==> config.mk <==
export PLATFORM = sky130hd
export DESIGN_NAME = cnn_top
export DESIGN_NICKNAME = d
export VERILOG_FILES = /design/src/cnn_pkg.sv /design/src/cnn_conv.sv /design/src/cnn_loader.sv /design/src/cnn_pool_fc.sv /design/src/cnn_top.sv
export SDC_FILE = /design/constraint.sdc
export NUM_CORES = 2
export LEC_CHECK = 0
export BUFFER_PORTS_ARGS = -buffer_cell sky130_fd_sc_hd__buf_2
export CORE_MARGIN = 4
export CORE_UTILIZATION = 51
export CTS_CLUSTER_DIAMETER = 200
export DETAILED_ROUTE_END_ITERATION = 10
export PLACE_DENSITY = 0.76
export SYNTH_ARGS = -nofsm -noshare
export SYNTH_HDL_FRONTEND = slang
export SYNTH_SLANG_ARGS = --single-unit
==> constraint.sdc <==
create_clock -name clk -period 9 [get_ports clk]
set_clock_uncertainty 0.2 [all_clocks]
set_input_delay 0.9 -clock clk [delete_from_list [all_inputs] [get_ports clk]]
set_output_delay 0.9 -clock clk [all_outputs]
set_load 0.05 [all_outputs]
==> src/cnn_pkg.sv <==
package cnn_pkg;

    // ==================================================
    // data widths
    // ==================================================

    // pixel, kernel tap and fc weight
    localparam int PIX_W = 8;
    // one convolution sum over 27 products
    localparam int ACC_W = 24;
    // one fully-connected result
    localparam int OUT_W = 34;

    // ==================================================
    // frame geometry
    // ==================================================

    localparam int IMG_DIM = 4;
    localparam int N_CH    = 3;
    localparam int K_DIM   = 3;
    localparam int N_BEATS = 48;

    typedef logic signed [PIX_W-1:0] pix_t;
    typedef logic signed [ACC_W-1:0] acc_t;
    typedef logic signed [OUT_W-1:0] res_t;

    // one input beat, opt only matters on beat 0
    typedef struct packed {
        pix_t img;
        pix_t kernel;
        pix_t weight;
        logic opt;
    } in_beat_t;

    typedef struct packed {
        pix_t w0;
        pix_t w1;
        pix_t w2;
        pix_t w3;
    } weight_set_t;

    // pos is row-major in the 4x4 map
    typedef struct packed {
        logic       valid;
        logic [3:0] pos;
        acc_t       sum;
    } conv_out_t;

endpackage

==> src/cnn_conv.sv <==
`timescale 1ns/10ps

module cnn_conv import cnn_pkg::*; #(
    parameter int PIX_W = cnn_pkg::PIX_W,
    parameter int ACC_W = cnn_pkg::ACC_W
) (
    input  logic       clk,
    input  logic       rst_n,
    input  logic       start,
    input  logic       pad_replicate,
    input  pix_t       img_data,
    input  pix_t       ker_data,
    output logic [5:0] img_addr,
    output logic [4:0] ker_addr,
    output conv_out_t  conv_out
);

    logic       busy;
    // spacer cycle after each position's last product
    logic       gap;
    logic [3:0] pos;
    logic [1:0] ch;
    logic [1:0] kr;
    logic [1:0] kc;
    logic [2:0] row_map;
    logic [2:0] col_map;
    logic       tap_out;
    logic       last_tap;

    logic signed [2*PIX_W-1:0] prod;
    logic signed [2*PIX_W-1:0] prod_m;
    logic signed [ACC_W-1:0]   acc;
    logic signed [ACC_W-1:0]   acc_nxt;

    logic                      sum_vld;
    logic [3:0]                sum_pos;
    logic signed [ACC_W-1:0]   sum_q;

    // base + k - 1 against the image edge
    // returns {outside, clamped index}
    function automatic logic [2:0] edge_map(input logic [1:0] base, input logic [1:0] k);
        logic [2:0] ext;
        logic [2:0] sub;
        logic [2:0] res;
        ext = 3'(base) + 3'(k);
        sub = ext - 3'd1;
        if (ext == 3'd0) begin
            res = {1'b1, 2'd0};
        end else if (ext > 3'(IMG_DIM)) begin
            res = {1'b1, 2'(IMG_DIM - 1)};
        end else begin
            res = {1'b0, sub[1:0]};
        end
        return res;
    endfunction

    // ==================================================
    // address generation and one multiply
    // ==================================================

    assign row_map  = edge_map(pos[3:2], kr);
    assign col_map  = edge_map(pos[1:0], kc);
    assign tap_out  = row_map[2] | col_map[2];
    assign img_addr = {ch, row_map[1:0], col_map[1:0]};
    assign ker_addr = 5'(ch) * 5'(K_DIM * K_DIM) + 5'(kr) * 5'(K_DIM) + 5'(kc);

    assign last_tap = (ch == 2'(N_CH - 1)) && (kr == 2'(K_DIM - 1)) && (kc == 2'(K_DIM - 1));

    assign prod = img_data * ker_data;

    always_comb begin
        prod_m = prod;
        // zero padding drops taps outside the image, replicate keeps the clamped pixel
        if (tap_out && !pad_replicate) begin
            prod_m = '0;
        end
        acc_nxt = acc + prod_m;
    end

    // ==================================================
    // position / channel / tap sequencing
    // ==================================================

    always_ff @(posedge clk or negedge rst_n) begin
        if (!rst_n) begin
            busy    <= 1'b0;
            gap     <= 1'b0;
            pos     <= '0;
            ch      <= '0;
            kr      <= '0;
            kc      <= '0;
            sum_vld <= 1'b0;
        end else begin
            sum_vld <= 1'b0;
            if (start) begin
                busy <= 1'b1;
                gap  <= 1'b0;
                pos  <= '0;
                ch   <= '0;
                kr   <= '0;
                kc   <= '0;
            end else if (busy) begin
                if (gap) begin
                    gap <= 1'b0;
                    if (pos == 4'(IMG_DIM * IMG_DIM - 1)) begin
                        busy <= 1'b0;
                    end else begin
                        pos <= pos + 4'd1;
                    end
                end else if (last_tap) begin
                    sum_vld <= 1'b1;
                    gap     <= 1'b1;
                    ch      <= '0;
                    kr      <= '0;
                    kc      <= '0;
                end else if (kc != 2'(K_DIM - 1)) begin
                    kc <= kc + 2'd1;
                end else if (kr != 2'(K_DIM - 1)) begin
                    kc <= '0;
                    kr <= kr + 2'd1;
                end else begin
                    kc <= '0;
                    kr <= '0;
                    ch <= ch + 2'd1;
                end
            end
        end
    end

    always_ff @(posedge clk) begin
        if (start) begin
            acc <= '0;
        end else if (busy && !gap) begin
            if (last_tap) begin
                sum_q   <= acc_nxt;
                sum_pos <= pos;
                acc     <= '0;
            end else begin
                acc <= acc_nxt;
            end
        end
    end

    always_comb begin
        conv_out.valid = sum_vld;
        conv_out.pos   = sum_pos;
        conv_out.sum   = sum_q;
    end

endmodule

==> src/cnn_loader.sv <==
`timescale 1ns/10ps

module cnn_loader import cnn_pkg::*; #(
    parameter int PIX_W = cnn_pkg::PIX_W
) (
    input  logic        clk,
    input  logic        rst_n,
    input  logic        in_valid,
    input  in_beat_t    in_beat,
    input  logic [5:0]  img_addr,
    input  logic [4:0]  ker_addr,
    output pix_t        img_data,
    output pix_t        ker_data,
    output weight_set_t weights,
    output logic        pad_replicate,
    output logic        start
);

    localparam int IMG_WORDS = N_CH * IMG_DIM * IMG_DIM;
    localparam int KER_WORDS = N_CH * K_DIM * K_DIM;

    logic [5:0] beat_cnt;
    logic       last_beat;

    // channel c pixel p sits at c*16 + p, kernel tap t of channel c at c*9 + t
    logic signed [PIX_W-1:0] img_mem [IMG_WORDS];
    logic signed [PIX_W-1:0] ker_mem [KER_WORDS];

    assign last_beat = in_valid && (beat_cnt == 6'(N_BEATS - 1));

    // ==================================================
    // beat counter, opt latch, start pulse
    // ==================================================

    always_ff @(posedge clk or negedge rst_n) begin
        if (!rst_n) begin
            beat_cnt      <= '0;
            pad_replicate <= 1'b0;
            start         <= 1'b0;
        end else begin
            // one cycle after the 48th beat lands in storage
            start <= last_beat;
            if (in_valid) begin
                if (last_beat) begin
                    beat_cnt <= '0;
                end else begin
                    beat_cnt <= beat_cnt + 6'd1;
                end
                if (beat_cnt == '0) begin
                    pad_replicate <= in_beat.opt;
                end
            end
        end
    end

    // ==================================================
    // frame storage
    // ==================================================

    always_ff @(posedge clk) begin
        if (in_valid) begin
            img_mem[beat_cnt] <= in_beat.img;
            if (beat_cnt < 6'(KER_WORDS)) begin
                ker_mem[beat_cnt[4:0]] <= in_beat.kernel;
            end
            // weights ride on the first four beats
            if (beat_cnt < 6'd4) begin
                case (beat_cnt[1:0])
                    2'd0:    weights.w0 <= in_beat.weight;
                    2'd1:    weights.w1 <= in_beat.weight;
                    2'd2:    weights.w2 <= in_beat.weight;
                    default: weights.w3 <= in_beat.weight;
                endcase
            end
        end
    end

    // read ports for the conv engine, no latency
    assign img_data = img_mem[img_addr];
    assign ker_data = ker_mem[ker_addr];

endmodule

==> src/cnn_pool_fc.sv <==
`timescale 1ns/10ps

module cnn_pool_fc import cnn_pkg::*; #(
    parameter int PIX_W = cnn_pkg::PIX_W,
    parameter int ACC_W = cnn_pkg::ACC_W,
    parameter int OUT_W = cnn_pkg::OUT_W
) (
    input  logic        clk,
    input  logic        rst_n,
    input  conv_out_t   conv_out,
    input  weight_set_t weights,
    output logic        out_valid,
    output res_t        out_data
);

    typedef enum logic [1:0] {
        ST_IDLE,
        ST_MAC,
        ST_OUT
    } state_t;

    state_t     state;
    // mac step in ST_MAC, next output index in ST_OUT
    logic [2:0] step;
    logic [1:0] quad;
    logic       quad_first;
    logic       last_pos;

    logic signed [ACC_W-1:0]       mx [4];
    logic [1:0]                    fc_sel;
    logic                          term;
    logic signed [ACC_W-1:0]       mac_m;
    logic signed [PIX_W-1:0]       mac_w;
    logic signed [ACC_W+PIX_W-1:0] mac_prod;
    logic signed [OUT_W-1:0]       fc [4];
    logic signed [OUT_W-1:0]       fc_base;
    logic signed [OUT_W-1:0]       fc_nxt;

    // ==================================================
    // 2x2 max pooling on the fly
    // ==================================================

    // quadrant from row bit 1 and col bit 1
    assign quad       = {conv_out.pos[3], conv_out.pos[1]};
    assign quad_first = !conv_out.pos[2] && !conv_out.pos[0];
    assign last_pos   = conv_out.valid && (conv_out.pos == 4'(IMG_DIM * IMG_DIM - 1));

    always_ff @(posedge clk) begin
        if (conv_out.valid) begin
            if (quad_first || (conv_out.sum > mx[quad])) begin
                mx[quad] <= conv_out.sum;
            end
        end
    end

    // ==================================================
    // fully connected, step = {fc index, term}
    // ==================================================

    assign fc_sel = step[2:1];
    assign term   = step[0];

    // fc0/fc1 use m0,m1 and fc2/fc3 use m2,m3
    assign mac_m = mx[{fc_sel[1], term}];

    always_comb begin
        case ({term, fc_sel[0]})
            2'd0:    mac_w = weights.w0;
            2'd1:    mac_w = weights.w1;
            2'd2:    mac_w = weights.w2;
            default: mac_w = weights.w3;
        endcase
        mac_prod = mac_m * mac_w;
        fc_base  = fc[fc_sel];
        if (!term) begin
            fc_base = '0;
        end
        fc_nxt = fc_base + mac_prod;
    end

    always_ff @(posedge clk) begin
        if (state == ST_MAC) begin
            fc[fc_sel] <= fc_nxt;
        end
    end

    // ==================================================
    // sequencing and output stream
    // ==================================================

    always_ff @(posedge clk or negedge rst_n) begin
        if (!rst_n) begin
            state     <= ST_IDLE;
            step      <= '0;
            out_valid <= 1'b0;
            out_data  <= '0;
        end else begin
            case (state)
                ST_IDLE: begin
                    if (last_pos) begin
                        state <= ST_MAC;
                        step  <= '0;
                    end
                end
                ST_MAC: begin
                    step <= step + 3'd1;
                    if (step == 3'd7) begin
                        // fc0 is final since step 1
                        state     <= ST_OUT;
                        out_valid <= 1'b1;
                        out_data  <= fc[0];
                        step      <= 3'd1;
                    end
                end
                ST_OUT: begin
                    if (step == 3'd4) begin
                        state     <= ST_IDLE;
                        out_valid <= 1'b0;
                        out_data  <= '0;
                    end else begin
                        out_data <= fc[step[1:0]];
                        step     <= step + 3'd1;
                    end
                end
                default: begin
                    state <= ST_IDLE;
                end
            endcase
        end
    end

endmodule

==> src/cnn_top.sv <==
`timescale 1ns/10ps

module cnn_top import cnn_pkg::*; #(
    parameter int PIX_W = cnn_pkg::PIX_W,
    parameter int ACC_W = cnn_pkg::ACC_W,
    parameter int OUT_W = cnn_pkg::OUT_W
) (
    input  logic     clk,
    input  logic     rst_n,
    input  logic     in_valid,
    input  in_beat_t in_beat,
    output logic     out_valid,
    output res_t     out_data
);

    // loader read ports, addressed by the conv engine
    logic [5:0]  img_addr;
    logic [4:0]  ker_addr;
    pix_t        img_data;
    pix_t        ker_data;

    logic        pad_replicate;
    logic        start;
    weight_set_t weights;
    conv_out_t   conv_out;

    // ==================================================
    // stage chain
    // ==================================================

    cnn_loader #(
        .PIX_W(PIX_W)
    ) i_loader (
        .clk          (clk),
        .rst_n        (rst_n),
        .in_valid     (in_valid),
        .in_beat      (in_beat),
        .img_addr     (img_addr),
        .ker_addr     (ker_addr),
        .img_data     (img_data),
        .ker_data     (ker_data),
        .weights      (weights),
        .pad_replicate(pad_replicate),
        .start        (start)
    );

    cnn_conv #(
        .PIX_W(PIX_W),
        .ACC_W(ACC_W)
    ) i_conv (
        .clk          (clk),
        .rst_n        (rst_n),
        .start        (start),
        .pad_replicate(pad_replicate),
        .img_data     (img_data),
        .ker_data     (ker_data),
        .img_addr     (img_addr),
        .ker_addr     (ker_addr),
        .conv_out     (conv_out)
    );

    cnn_pool_fc #(
        .PIX_W(PIX_W),
        .ACC_W(ACC_W),
        .OUT_W(OUT_W)
    ) i_pool_fc (
        .clk      (clk),
        .rst_n    (rst_n),
        .conv_out (conv_out),
        .weights  (weights),
        .out_valid(out_valid),
        .out_data (out_data)
    );

endmodule

# Yosys cells after proc, flatten, opt, wreduce, memory -nomap -nowiden
# Memories as Yosys holds them, arrays and structs flattened. A register that Yosys moved wholly into a read port is not among the register bits.
# Index checks and enable logic that the tools add are counted.
[totals] mem_bits_rw=832 memories=4 latchBits=0 mem_bits_ro=0 out_inout_bits=35 ff_bits=145 input_bits=28
[memory_table] name="i_loader.img_mem" depth=48 width=8 rd=1 rd_clocked_by_memory_dff=0 wr=1 line_no="cnn_loader.sv:26" text="logic signed [PIX_W-1:0] img_mem [IMG_WORDS];"
[memory_table] name="i_loader.ker_mem" depth=27 width=8 rd=1 rd_clocked_by_memory_dff=0 wr=1 line_no="cnn_loader.sv:27" text="logic signed [PIX_W-1:0] ker_mem [KER_WORDS];"
[memory_table] name="i_pool_fc.fc" depth=4 width=34 rd=3 rd_clocked_by_memory_dff=0 wr=1 line_no="cnn_pool_fc.sv:35" text="logic signed [OUT_W-1:0] fc [4];"
[memory_table] name="i_pool_fc.mx" depth=4 width=24 rd=2 rd_clocked_by_memory_dff=1 wr=1 line_no="cnn_pool_fc.sv:29" text="logic signed [ACC_W-1:0] mx [4];"
[classes] multipliers=4 n_bitwise=3 eq_ne=24 addsub=14 mux=65 order_cmp=5 shift=0 div_mod_pow=0 reduce_logical=37
[ops] op="two-way mux 34 bit" n=3
[ops] op="one-hot mux 34 bit (2 select lines)" n=1
[ops] op="two-way mux 2 bit" n=21
[ops] op="adder 34 x 32 -> 34 bit" n=1
[ops] op="multiplier 24 x 8 -> 32 bit" n=1
[ops] op="AND reduction 3 bit" n=10
[ops] op="adder 24 x 16 -> 24 bit" n=1
[ops] op="> comparator 24 bit" n=1
[ops] op="two-way mux 24 bit" n=1
[ops] op="one-hot mux 8 bit (3 select lines)" n=1
[ops] op="two-way mux 1 bit" n=22
[ops] op="two-way mux 3 bit" n=7
[ops] op="multiplier 8 x 8 -> 16 bit" n=1
[ops] op="two-way mux 16 bit" n=1
[ops] op="two-way mux 4 bit" n=4
[ops] op="equality test 2 bit, second input constant" n=6
[ops] op="!= test 2 bit, second input constant" n=6
[ops] op="one-hot mux 3 bit (3 select lines)" n=1
[ops] op="equality test 4 bit, second input constant" n=2
[ops] op="logical AND 1 bit" n=7
[ops] op="adder 2 x 1 -> 2 bit, second input constant" n=3
[ops] op="adder 2 x 2 -> 3 bit" n=2
[ops] op="adder 6 x 1 -> 6 bit, second input constant" n=1
[ops] op="equality test 2 x 1 -> 1 bit, second input constant" n=3
[ops] op="other kinds (29)" n=45

# Logic depth before layout (Yosys ltp)
[depth] ltp_word=9 mapped_depth=44 ltp_nobuf=41

# Hierarchy
# From an unflattened synthesis, not the netlist that was laid out.
[hier_totals] cells_unflattened=3437 hier_area_um2=51354.3
[by_module_without_submodules] mod="cnn_loader" area_per_inst_um2=24848.8 cells_each=1238 seq_area_each_um2=19178.4 n_inst=1
[by_module_without_submodules] mod="cnn_pool_fc" area_per_inst_um2=20253.2 cells_each=1577 seq_area_each_um2=7967.6 n_inst=1
[by_module_without_submodules] mod="cnn_conv" area_per_inst_um2=6252.2 cells_each=622 seq_area_each_um2=1646.6 n_inst=1

# Worst setup path before layout
# No wires, ideal clock.
[synth_path] path_kind="register to register" start="register i_conv.kc[1]" end="register i_conv.sum_q[23], data pin" slack_ps=-434 synth_period_minus_slack_ps=9434 arrival_time_ps=8977 path_stages_with_launch=36 cell_sequence="dfrtp_1 -> fa_1 -> inv_1 -> fa_1 -> inv_1 -> fa_1 -> buf_2 -> buf_2 -> mux4_2 -> mux4_2 -> a21oi_1 -> nand2b_1 -> fa_1 -> fa_1 -> inv_1 -> fa_1 -> inv_1 -> fa_1 -> inv_1 -> ha_1 -> a21oi_1 -> nor2_1 -> a311o_1 -> o21a_1 -> a31oi_1 -> xor2_1 -> nor2_1 -> ha_1 -> o21ai_0 -> nand2b_1 -> a21oi_1 -> a2111o_1 -> and2_1 -> o21a_1 -> or3_1 -> xnor2_1"
[synth_between] elab_chain_len=8
[synth_rtl] element="start, declared" line_no="cnn_conv.sv:24" text="logic [1:0] kc;"
[synth_rtl] element="start signal, assigned" line_no="cnn_conv.sv:117" text="kc <= kc + 2'd1;"
[synth_rtl] element="adder 2 x 2 -> 3 bit" line_no="cnn_conv.sv:45" text="ext = 3'(base) + 3'(k);"
[synth_rtl] element="> comparator 3 bit or subtractor 2 x 1 -> 2 bit (tied branches)" line_no="cnn_conv.sv:49, cnn_conv.sv:46"
[synth_rtl] element="two-way mux 3 bit" line_no="cnn_conv.sv:49" text="end else if (ext > 3'(IMG_DIM)) begin"
[synth_rtl] element="two-way mux 3 bit" line_no="cnn_conv.sv:47" text="if (ext == 3'd0) begin"
[synth_rtl] element="memory read (48 x 8 bit) or bitwise OR 1 bit (tied branches)"
[synth_rtl] element="multiplier 8 x 8 -> 16 bit or logical AND 1 bit (tied branches)" line_no="cnn_conv.sv:69, cnn_conv.sv:74"
[synth_rtl] element="two-way mux 16 bit *" line_no="cnn_conv.sv:74" text="if (tap_out && !pad_replicate) begin"
[synth_rtl] element="adder 24 x 16 -> 24 bit *" line_no="cnn_conv.sv:77" text="acc_nxt = acc + prod_m;"
[synth_rtl] element="via i_conv.acc_nxt[23]" line_no="cnn_conv.sv:33" text="logic signed [ACC_W-1:0] acc_nxt;"
[synth_rtl] element="end signal, assigned" line_no="cnn_conv.sv:135" text="sum_q <= acc_nxt;"
[synth_rtl] element="end, declared" line_no="cnn_conv.sv:37" text="logic signed [ACC_W-1:0] sum_q;"
# Mark *: on every way through the listed nets, which the timed path passes. The rest lies on a longest branch.
# A chain may end at the register's enable or synchronous reset.

# Worst setup path after layout
[layout_path] start="register i_conv.kc[1]" end="register i_conv.acc[23]"
[layout_between] elab_chain_len=9
[layout_rtl] element="adder 2 x 2 -> 3 bit" line_no="cnn_conv.sv:45"
[layout_rtl] element="> comparator 3 bit or subtractor 2 x 1 -> 2 bit (tied branches)" line_no="cnn_conv.sv:49, cnn_conv.sv:46"
[layout_rtl] element="two-way mux 3 bit" line_no="cnn_conv.sv:49"
[layout_rtl] element="two-way mux 3 bit" line_no="cnn_conv.sv:47"
[layout_rtl] element="memory read (48 x 8 bit) or bitwise OR 1 bit (tied branches)"
[layout_rtl] element="multiplier 8 x 8 -> 16 bit or logical AND 1 bit (tied branches)" line_no="cnn_conv.sv:69, cnn_conv.sv:74"
[layout_rtl] element="two-way mux 16 bit" line_no="cnn_conv.sv:74"
[layout_rtl] element="adder 24 x 16 -> 24 bit" line_no="cnn_conv.sv:77"
[layout_rtl] element="two-way mux 24 bit *" line_no="cnn_conv.sv:134" text="if (last_tap) begin"
[layout_rtl] element="end signal, assigned" line_no="cnn_conv.sv:139" text="acc <= acc_nxt;"
[layout_rtl] element="end, declared" line_no="cnn_conv.sv:32" text="logic signed [ACC_W-1:0] acc;"
# Every way passes the cells marked *; elsewhere a longest branch is shown, timed or not.

==> metrics.txt <==
# TYPE chip_impl_metric gauge
chip_impl_metric{name="post-dp-hpwl",unit="um"} 77140
chip_impl_info{name="rsz0062_at_grt",value="yes"} 1
chip_impl_info{name="worst_hold_path_type",value="in2async"} 1
chip_impl_metric{name="arrival",unit="ps"} 9800
chip_impl_metric{name="area_delta_synth_final",unit="%"} 14.18
chip_impl_info{name="worst_path_dominant_cell_family",value="adder cells"} 1
chip_impl_metric{name="post_synth_instance_area",unit="sq um"} 51480
chip_impl_metric{name="routed_wire_length_per_instance",unit="um"} 22.07
chip_impl_metric{name="crit_path_max_incr_delay",unit="ps"} 990
chip_impl_metric{name="die_height",unit="um"} 325.7
chip_impl_metric{name="post-route-min-period",unit="ps"} 9408
chip_impl_metric{name="max_slew_violation_count",unit=""} 0
chip_impl_metric{name="final-hold-violation-count",unit=""} 0
chip_impl_metric{name="synth.distinct_cells",unit=""} 85
chip_impl_metric{name="final_net_count",unit=""} 4266
chip_impl_info{name="cts_tree",value="yes"} 1
chip_impl_metric{name="htreeDepth",unit=""} 3
chip_impl_metric{name="finalWirelength",unit="um"} 114600
chip_impl_metric{name="proportion_of_synthesized_chip_area_in_sequential_cells",unit="%"} 56.01
chip_impl_metric{name="cts-hold-fix-buffers",unit=""} 0
chip_impl_metric{name="post_route_cells_drive_above_1_share",unit="%"} 20.35
chip_impl_metric{name="timing.slew.headroom",unit="%"} 16.98
chip_impl_metric{name="cp_max_fo",unit=""} 7
chip_impl_info{name="timing.setup.critical_path_class",value="reg2reg"} 1
chip_impl_metric{name="grt_first_pass_wirelength",unit="um"} 181300
chip_impl_info{name="timing.critical_path.slowest_stage_cell",value="fa_4"} 1
chip_impl_info{name="ys_dominant_reg_cell",value="edfxtp_1"} 1
chip_impl_metric{name="clkLatencyLatePin",unit="ps"} 700
chip_impl_metric{name="core.rowCount",unit=""} 116
chip_impl_metric{name="grt_start_max_net_pins",unit=""} 69
chip_impl_metric{name="drt_iter0_drc",unit=""} 2734
chip_impl_metric{name="synth.net_count",unit=""} 4036
chip_impl_metric{name="route.vias.total",unit=""} 30724
chip_impl_metric{name="final_antenna_net_count",unit=""} 0
chip_impl_info{name="crit_path_start_kind",value="register"} 1
chip_impl_metric{name="postSynthRegisterBits",unit=""} 979
chip_impl_metric{name="worst-path-buf-inv",unit=""} 8
chip_impl_metric{name="synth-async-reset-ratio",unit="%"} 6.231
chip_impl_metric{name="fmaxAchievable",unit="MHz"} 106.3
chip_impl_metric{name="buffers_added_on_ports",unit=""} 62
chip_impl_info{name="layout_commonest_cell",value="edfxtp_1"} 1
chip_impl_info{name="cell_mode_on_critical_path",value="fa_1"} 1
chip_impl_metric{name="synth_edf_count",unit=""} 892
chip_impl_metric{name="routed_via_density",unit=""} 5.919
chip_impl_metric{name="io-pin-count",unit=""} 63
chip_impl_metric{name="placed_area",unit="sq um"} 54760
chip_impl_metric{name="worst_margin_slew",unit="ps"} 1245
chip_impl_metric{name="finalSetupViolations",unit=""} 18
chip_impl_metric{name="cts_buffer_depth",unit=""} 3
chip_impl_info{name="cts.root.buffer_cell",value="clkbuf_16"} 1
chip_impl_metric{name="preCtsSetupSlack",unit="ps"} -544.5
chip_impl_info{name="endpoint_type_of_the_worst_setup_path",value="register"} 1
chip_impl_metric{name="maxCapViolCount",unit=""} 0
chip_impl_metric{name="postSynthAreaPerCell",unit="sq um"} 14.38
chip_impl_info{name="most-common-layout-cells",value="edfxtp_1, inv_1, fa_1"} 1
chip_impl_metric{name="grt_use_total",unit="%"} 21.76
chip_impl_metric{name="cts_buffers",unit=""} 98
chip_impl_metric{name="floorplan_die_area",unit="sq um"} 106100
chip_impl_metric{name="fillCellCount",unit=""} 7394
chip_impl_metric{name="overflow",unit=""} 0
chip_impl_metric{name="yosysWarningCount",unit=""} 0
chip_impl_metric{name="post-route-worst-setup-slack",unit="ps"} -407.9
chip_impl_info{name="failed_checks",value="negative setup slack"} 1
chip_impl_metric{name="initial_core_utilization",unit="%"} 51.40
chip_impl_metric{name="final_min_period_over_clock_period",unit="%"} 104.5
chip_impl_metric{name="via_count_of_the_first_global_routing_pass",unit=""} 31763
chip_impl_metric{name="synthesis.instances",unit=""} 3581
chip_impl_metric{name="clk_pin_slew_worst_paths",unit="ps"} 70
chip_impl_metric{name="route.detailed.drc",unit=""} 0
chip_impl_metric{name="crit_required",unit="ps"} 9390
chip_impl_metric{name="hold-worst-slack",unit="ps"} 148.5
chip_impl_metric{name="die-width",unit="um"} 325.7
chip_impl_metric{name="grt_antenna_before_repair",unit=""} 2
chip_impl_metric{name="globalplace.congestion",unit=""} 0.8511
chip_impl_metric{name="coreArea",unit="sq um"} 100100
chip_impl_metric{name="cts.sinks",unit=""} 979
chip_impl_metric{name="first_pass_iters",unit=""} 7
chip_impl_info{name="run_status",value="finished with violations"} 1
chip_impl_metric{name="post_route_cell_area",unit="sq um"} 58780
## sequential cells by signal (all words and copies together), names as in the netlist, 2 cells and up, named ones only
| name | flops |
|---|---|
| i_conv.kr | 2 |
| i_pool_fc.state | 2 |
| i_conv.sum_pos | 4 |
| i_conv.kc | 2 |
| i_pool_fc.step | 3 |
| i_loader.beat_cnt | 6 |
| i_loader.img_mem | 384 |
| i_conv.acc | 24 |
| i_conv.pos | 4 |
| i_conv.sum_q | 24 |
| i_pool_fc.out_data | 34 |
| i_pool_fc.mx | 96 |
| i_loader.weights | 32 |
| i_pool_fc.fc | 136 |
| i_conv.ch | 2 |
| i_loader.ker_mem | 216 |
## metrics by stage
step	instances	utilization, %	setup TNS, ps
floorplan	3581	-	0
CTS	5180	58.41	-4795
global route	5190	58.69	-11990
detailed placement	4980	54.68	-8744
global placement	4980	54.68	-5696
finish	5191	58.69	-5493
## worst paths after layout
kind	startpoint	end	slack (ps)	depth (start not counted)
worst max-delay path	i_conv.kc[1]	i_conv.acc[23]	-410	36
worst min register to register	i_pool_fc.out_data[8]	i_pool_fc.out_data[8]	270	2
worst max register to register	i_conv.kc[1]	i_conv.acc[23]	-410	36
max in group asynchronous	rst_n	i_pool_fc.step[2]	7740	1
worst min-delay path	rst_n	i_pool_fc.out_data[5]	150	1
min in group clk	in_beat[1]	i_loader.weights[0]	230	1
## Yosys cell counts, types with 10 or more instances
cell | count | share of area [%]
a221oi_1 | 64 | 1.1
nand4_1 | 13 | 0.16
a31oi_1 | 11 | 0.13
mux2_2 | 15 | 0.33
nor2b_1 | 107 | 1.3
a22o_1 | 14 | 0.24
o21a_1 | 21 | 0.31
edfxtp_1 | 892 | 52
fa_1 | 255 | 9.9
o21ai_0 | 123 | 1.2
clkbuf_1 | 110 | 0.80
and2_1 | 44 | 0.53
inv_1 | 327 | 2.4
buf_1 | 21 | 0.15
buf_2 | 32 | 0.31
nor3_1 | 29 | 0.28
nand3_1 | 13 | 0.13
xor2_1 | 24 | 0.41
or3_1 | 10 | 0.12
a21o_1 | 26 | 0.38
nor2_1 | 220 | 1.6
mux2i_1 | 75 | 1.5
o22ai_1 | 22 | 0.27
a21oi_1 | 120 | 1.2
nand2_1 | 252 | 1.8
o221ai_1 | 16 | 0.27
xnor2_1 | 53 | 0.90
dfxtp_1 | 26 | 1.0
o211ai_1 | 21 | 0.31
ha_1 | 172 | 4.2
mux4_2 | 203 | 8.9
nand2b_1 | 44 | 0.53
a22oi_1 | 34 | 0.50
dfrtp_1 | 61 | 3.0
## final cells by class
class                      count  area, sq um  area share [%]
clock buffer                 129         2683           4.564
antenna                        2        5.005        0.008514
multi-input combinational   2104        21260           36.17
sequential                   979        28850           49.08
timing repair buffer         299         2487           4.232
tap                         1298         1624           2.763
clock inverter                51        638.1           1.086
inverter                     329         1235           2.101
## cells by family after synthesis
| kind of cell | synth area share, % |
|---|---|
| buf+inv | 3.782 |
| simple gates | 7.039 |
| xor+xnor | 1.310 |
| fa+ha+maj | 14.10 |
| mux | 10.67 |
| flops | 56.01 |
| compound gates | 7.097 |
## timing repair
| item | in CTS | in global routing |
|---|---|---|
| resized for setup | 49 | 47 |
| gates cloned | 2 | 0 |
| pin swaps | 28 | 29 |
| setup buffers | 18 | 12 |
| endpoints found under the setup margin | 22 | 24 |
## routing by layer
metal / vias to the layer above / wire length [um] / share of wire [%] / global-route usage, %
li1: 13621 / - / - / -
met1: 15701 / 45410 / 40 / 29.56
met2: 1190 / 57070 / 50 / 36.11
met3: 212 / 9257 / 8.1 / 4.497
met4: 0 / 2849 / 2.5 / 5.875
met5: - / 0 / 0 / 0
Power is left out: the tool's default activity adds up to more than one toggle a clock period on the data nets, which glitch-free logic cannot reach.
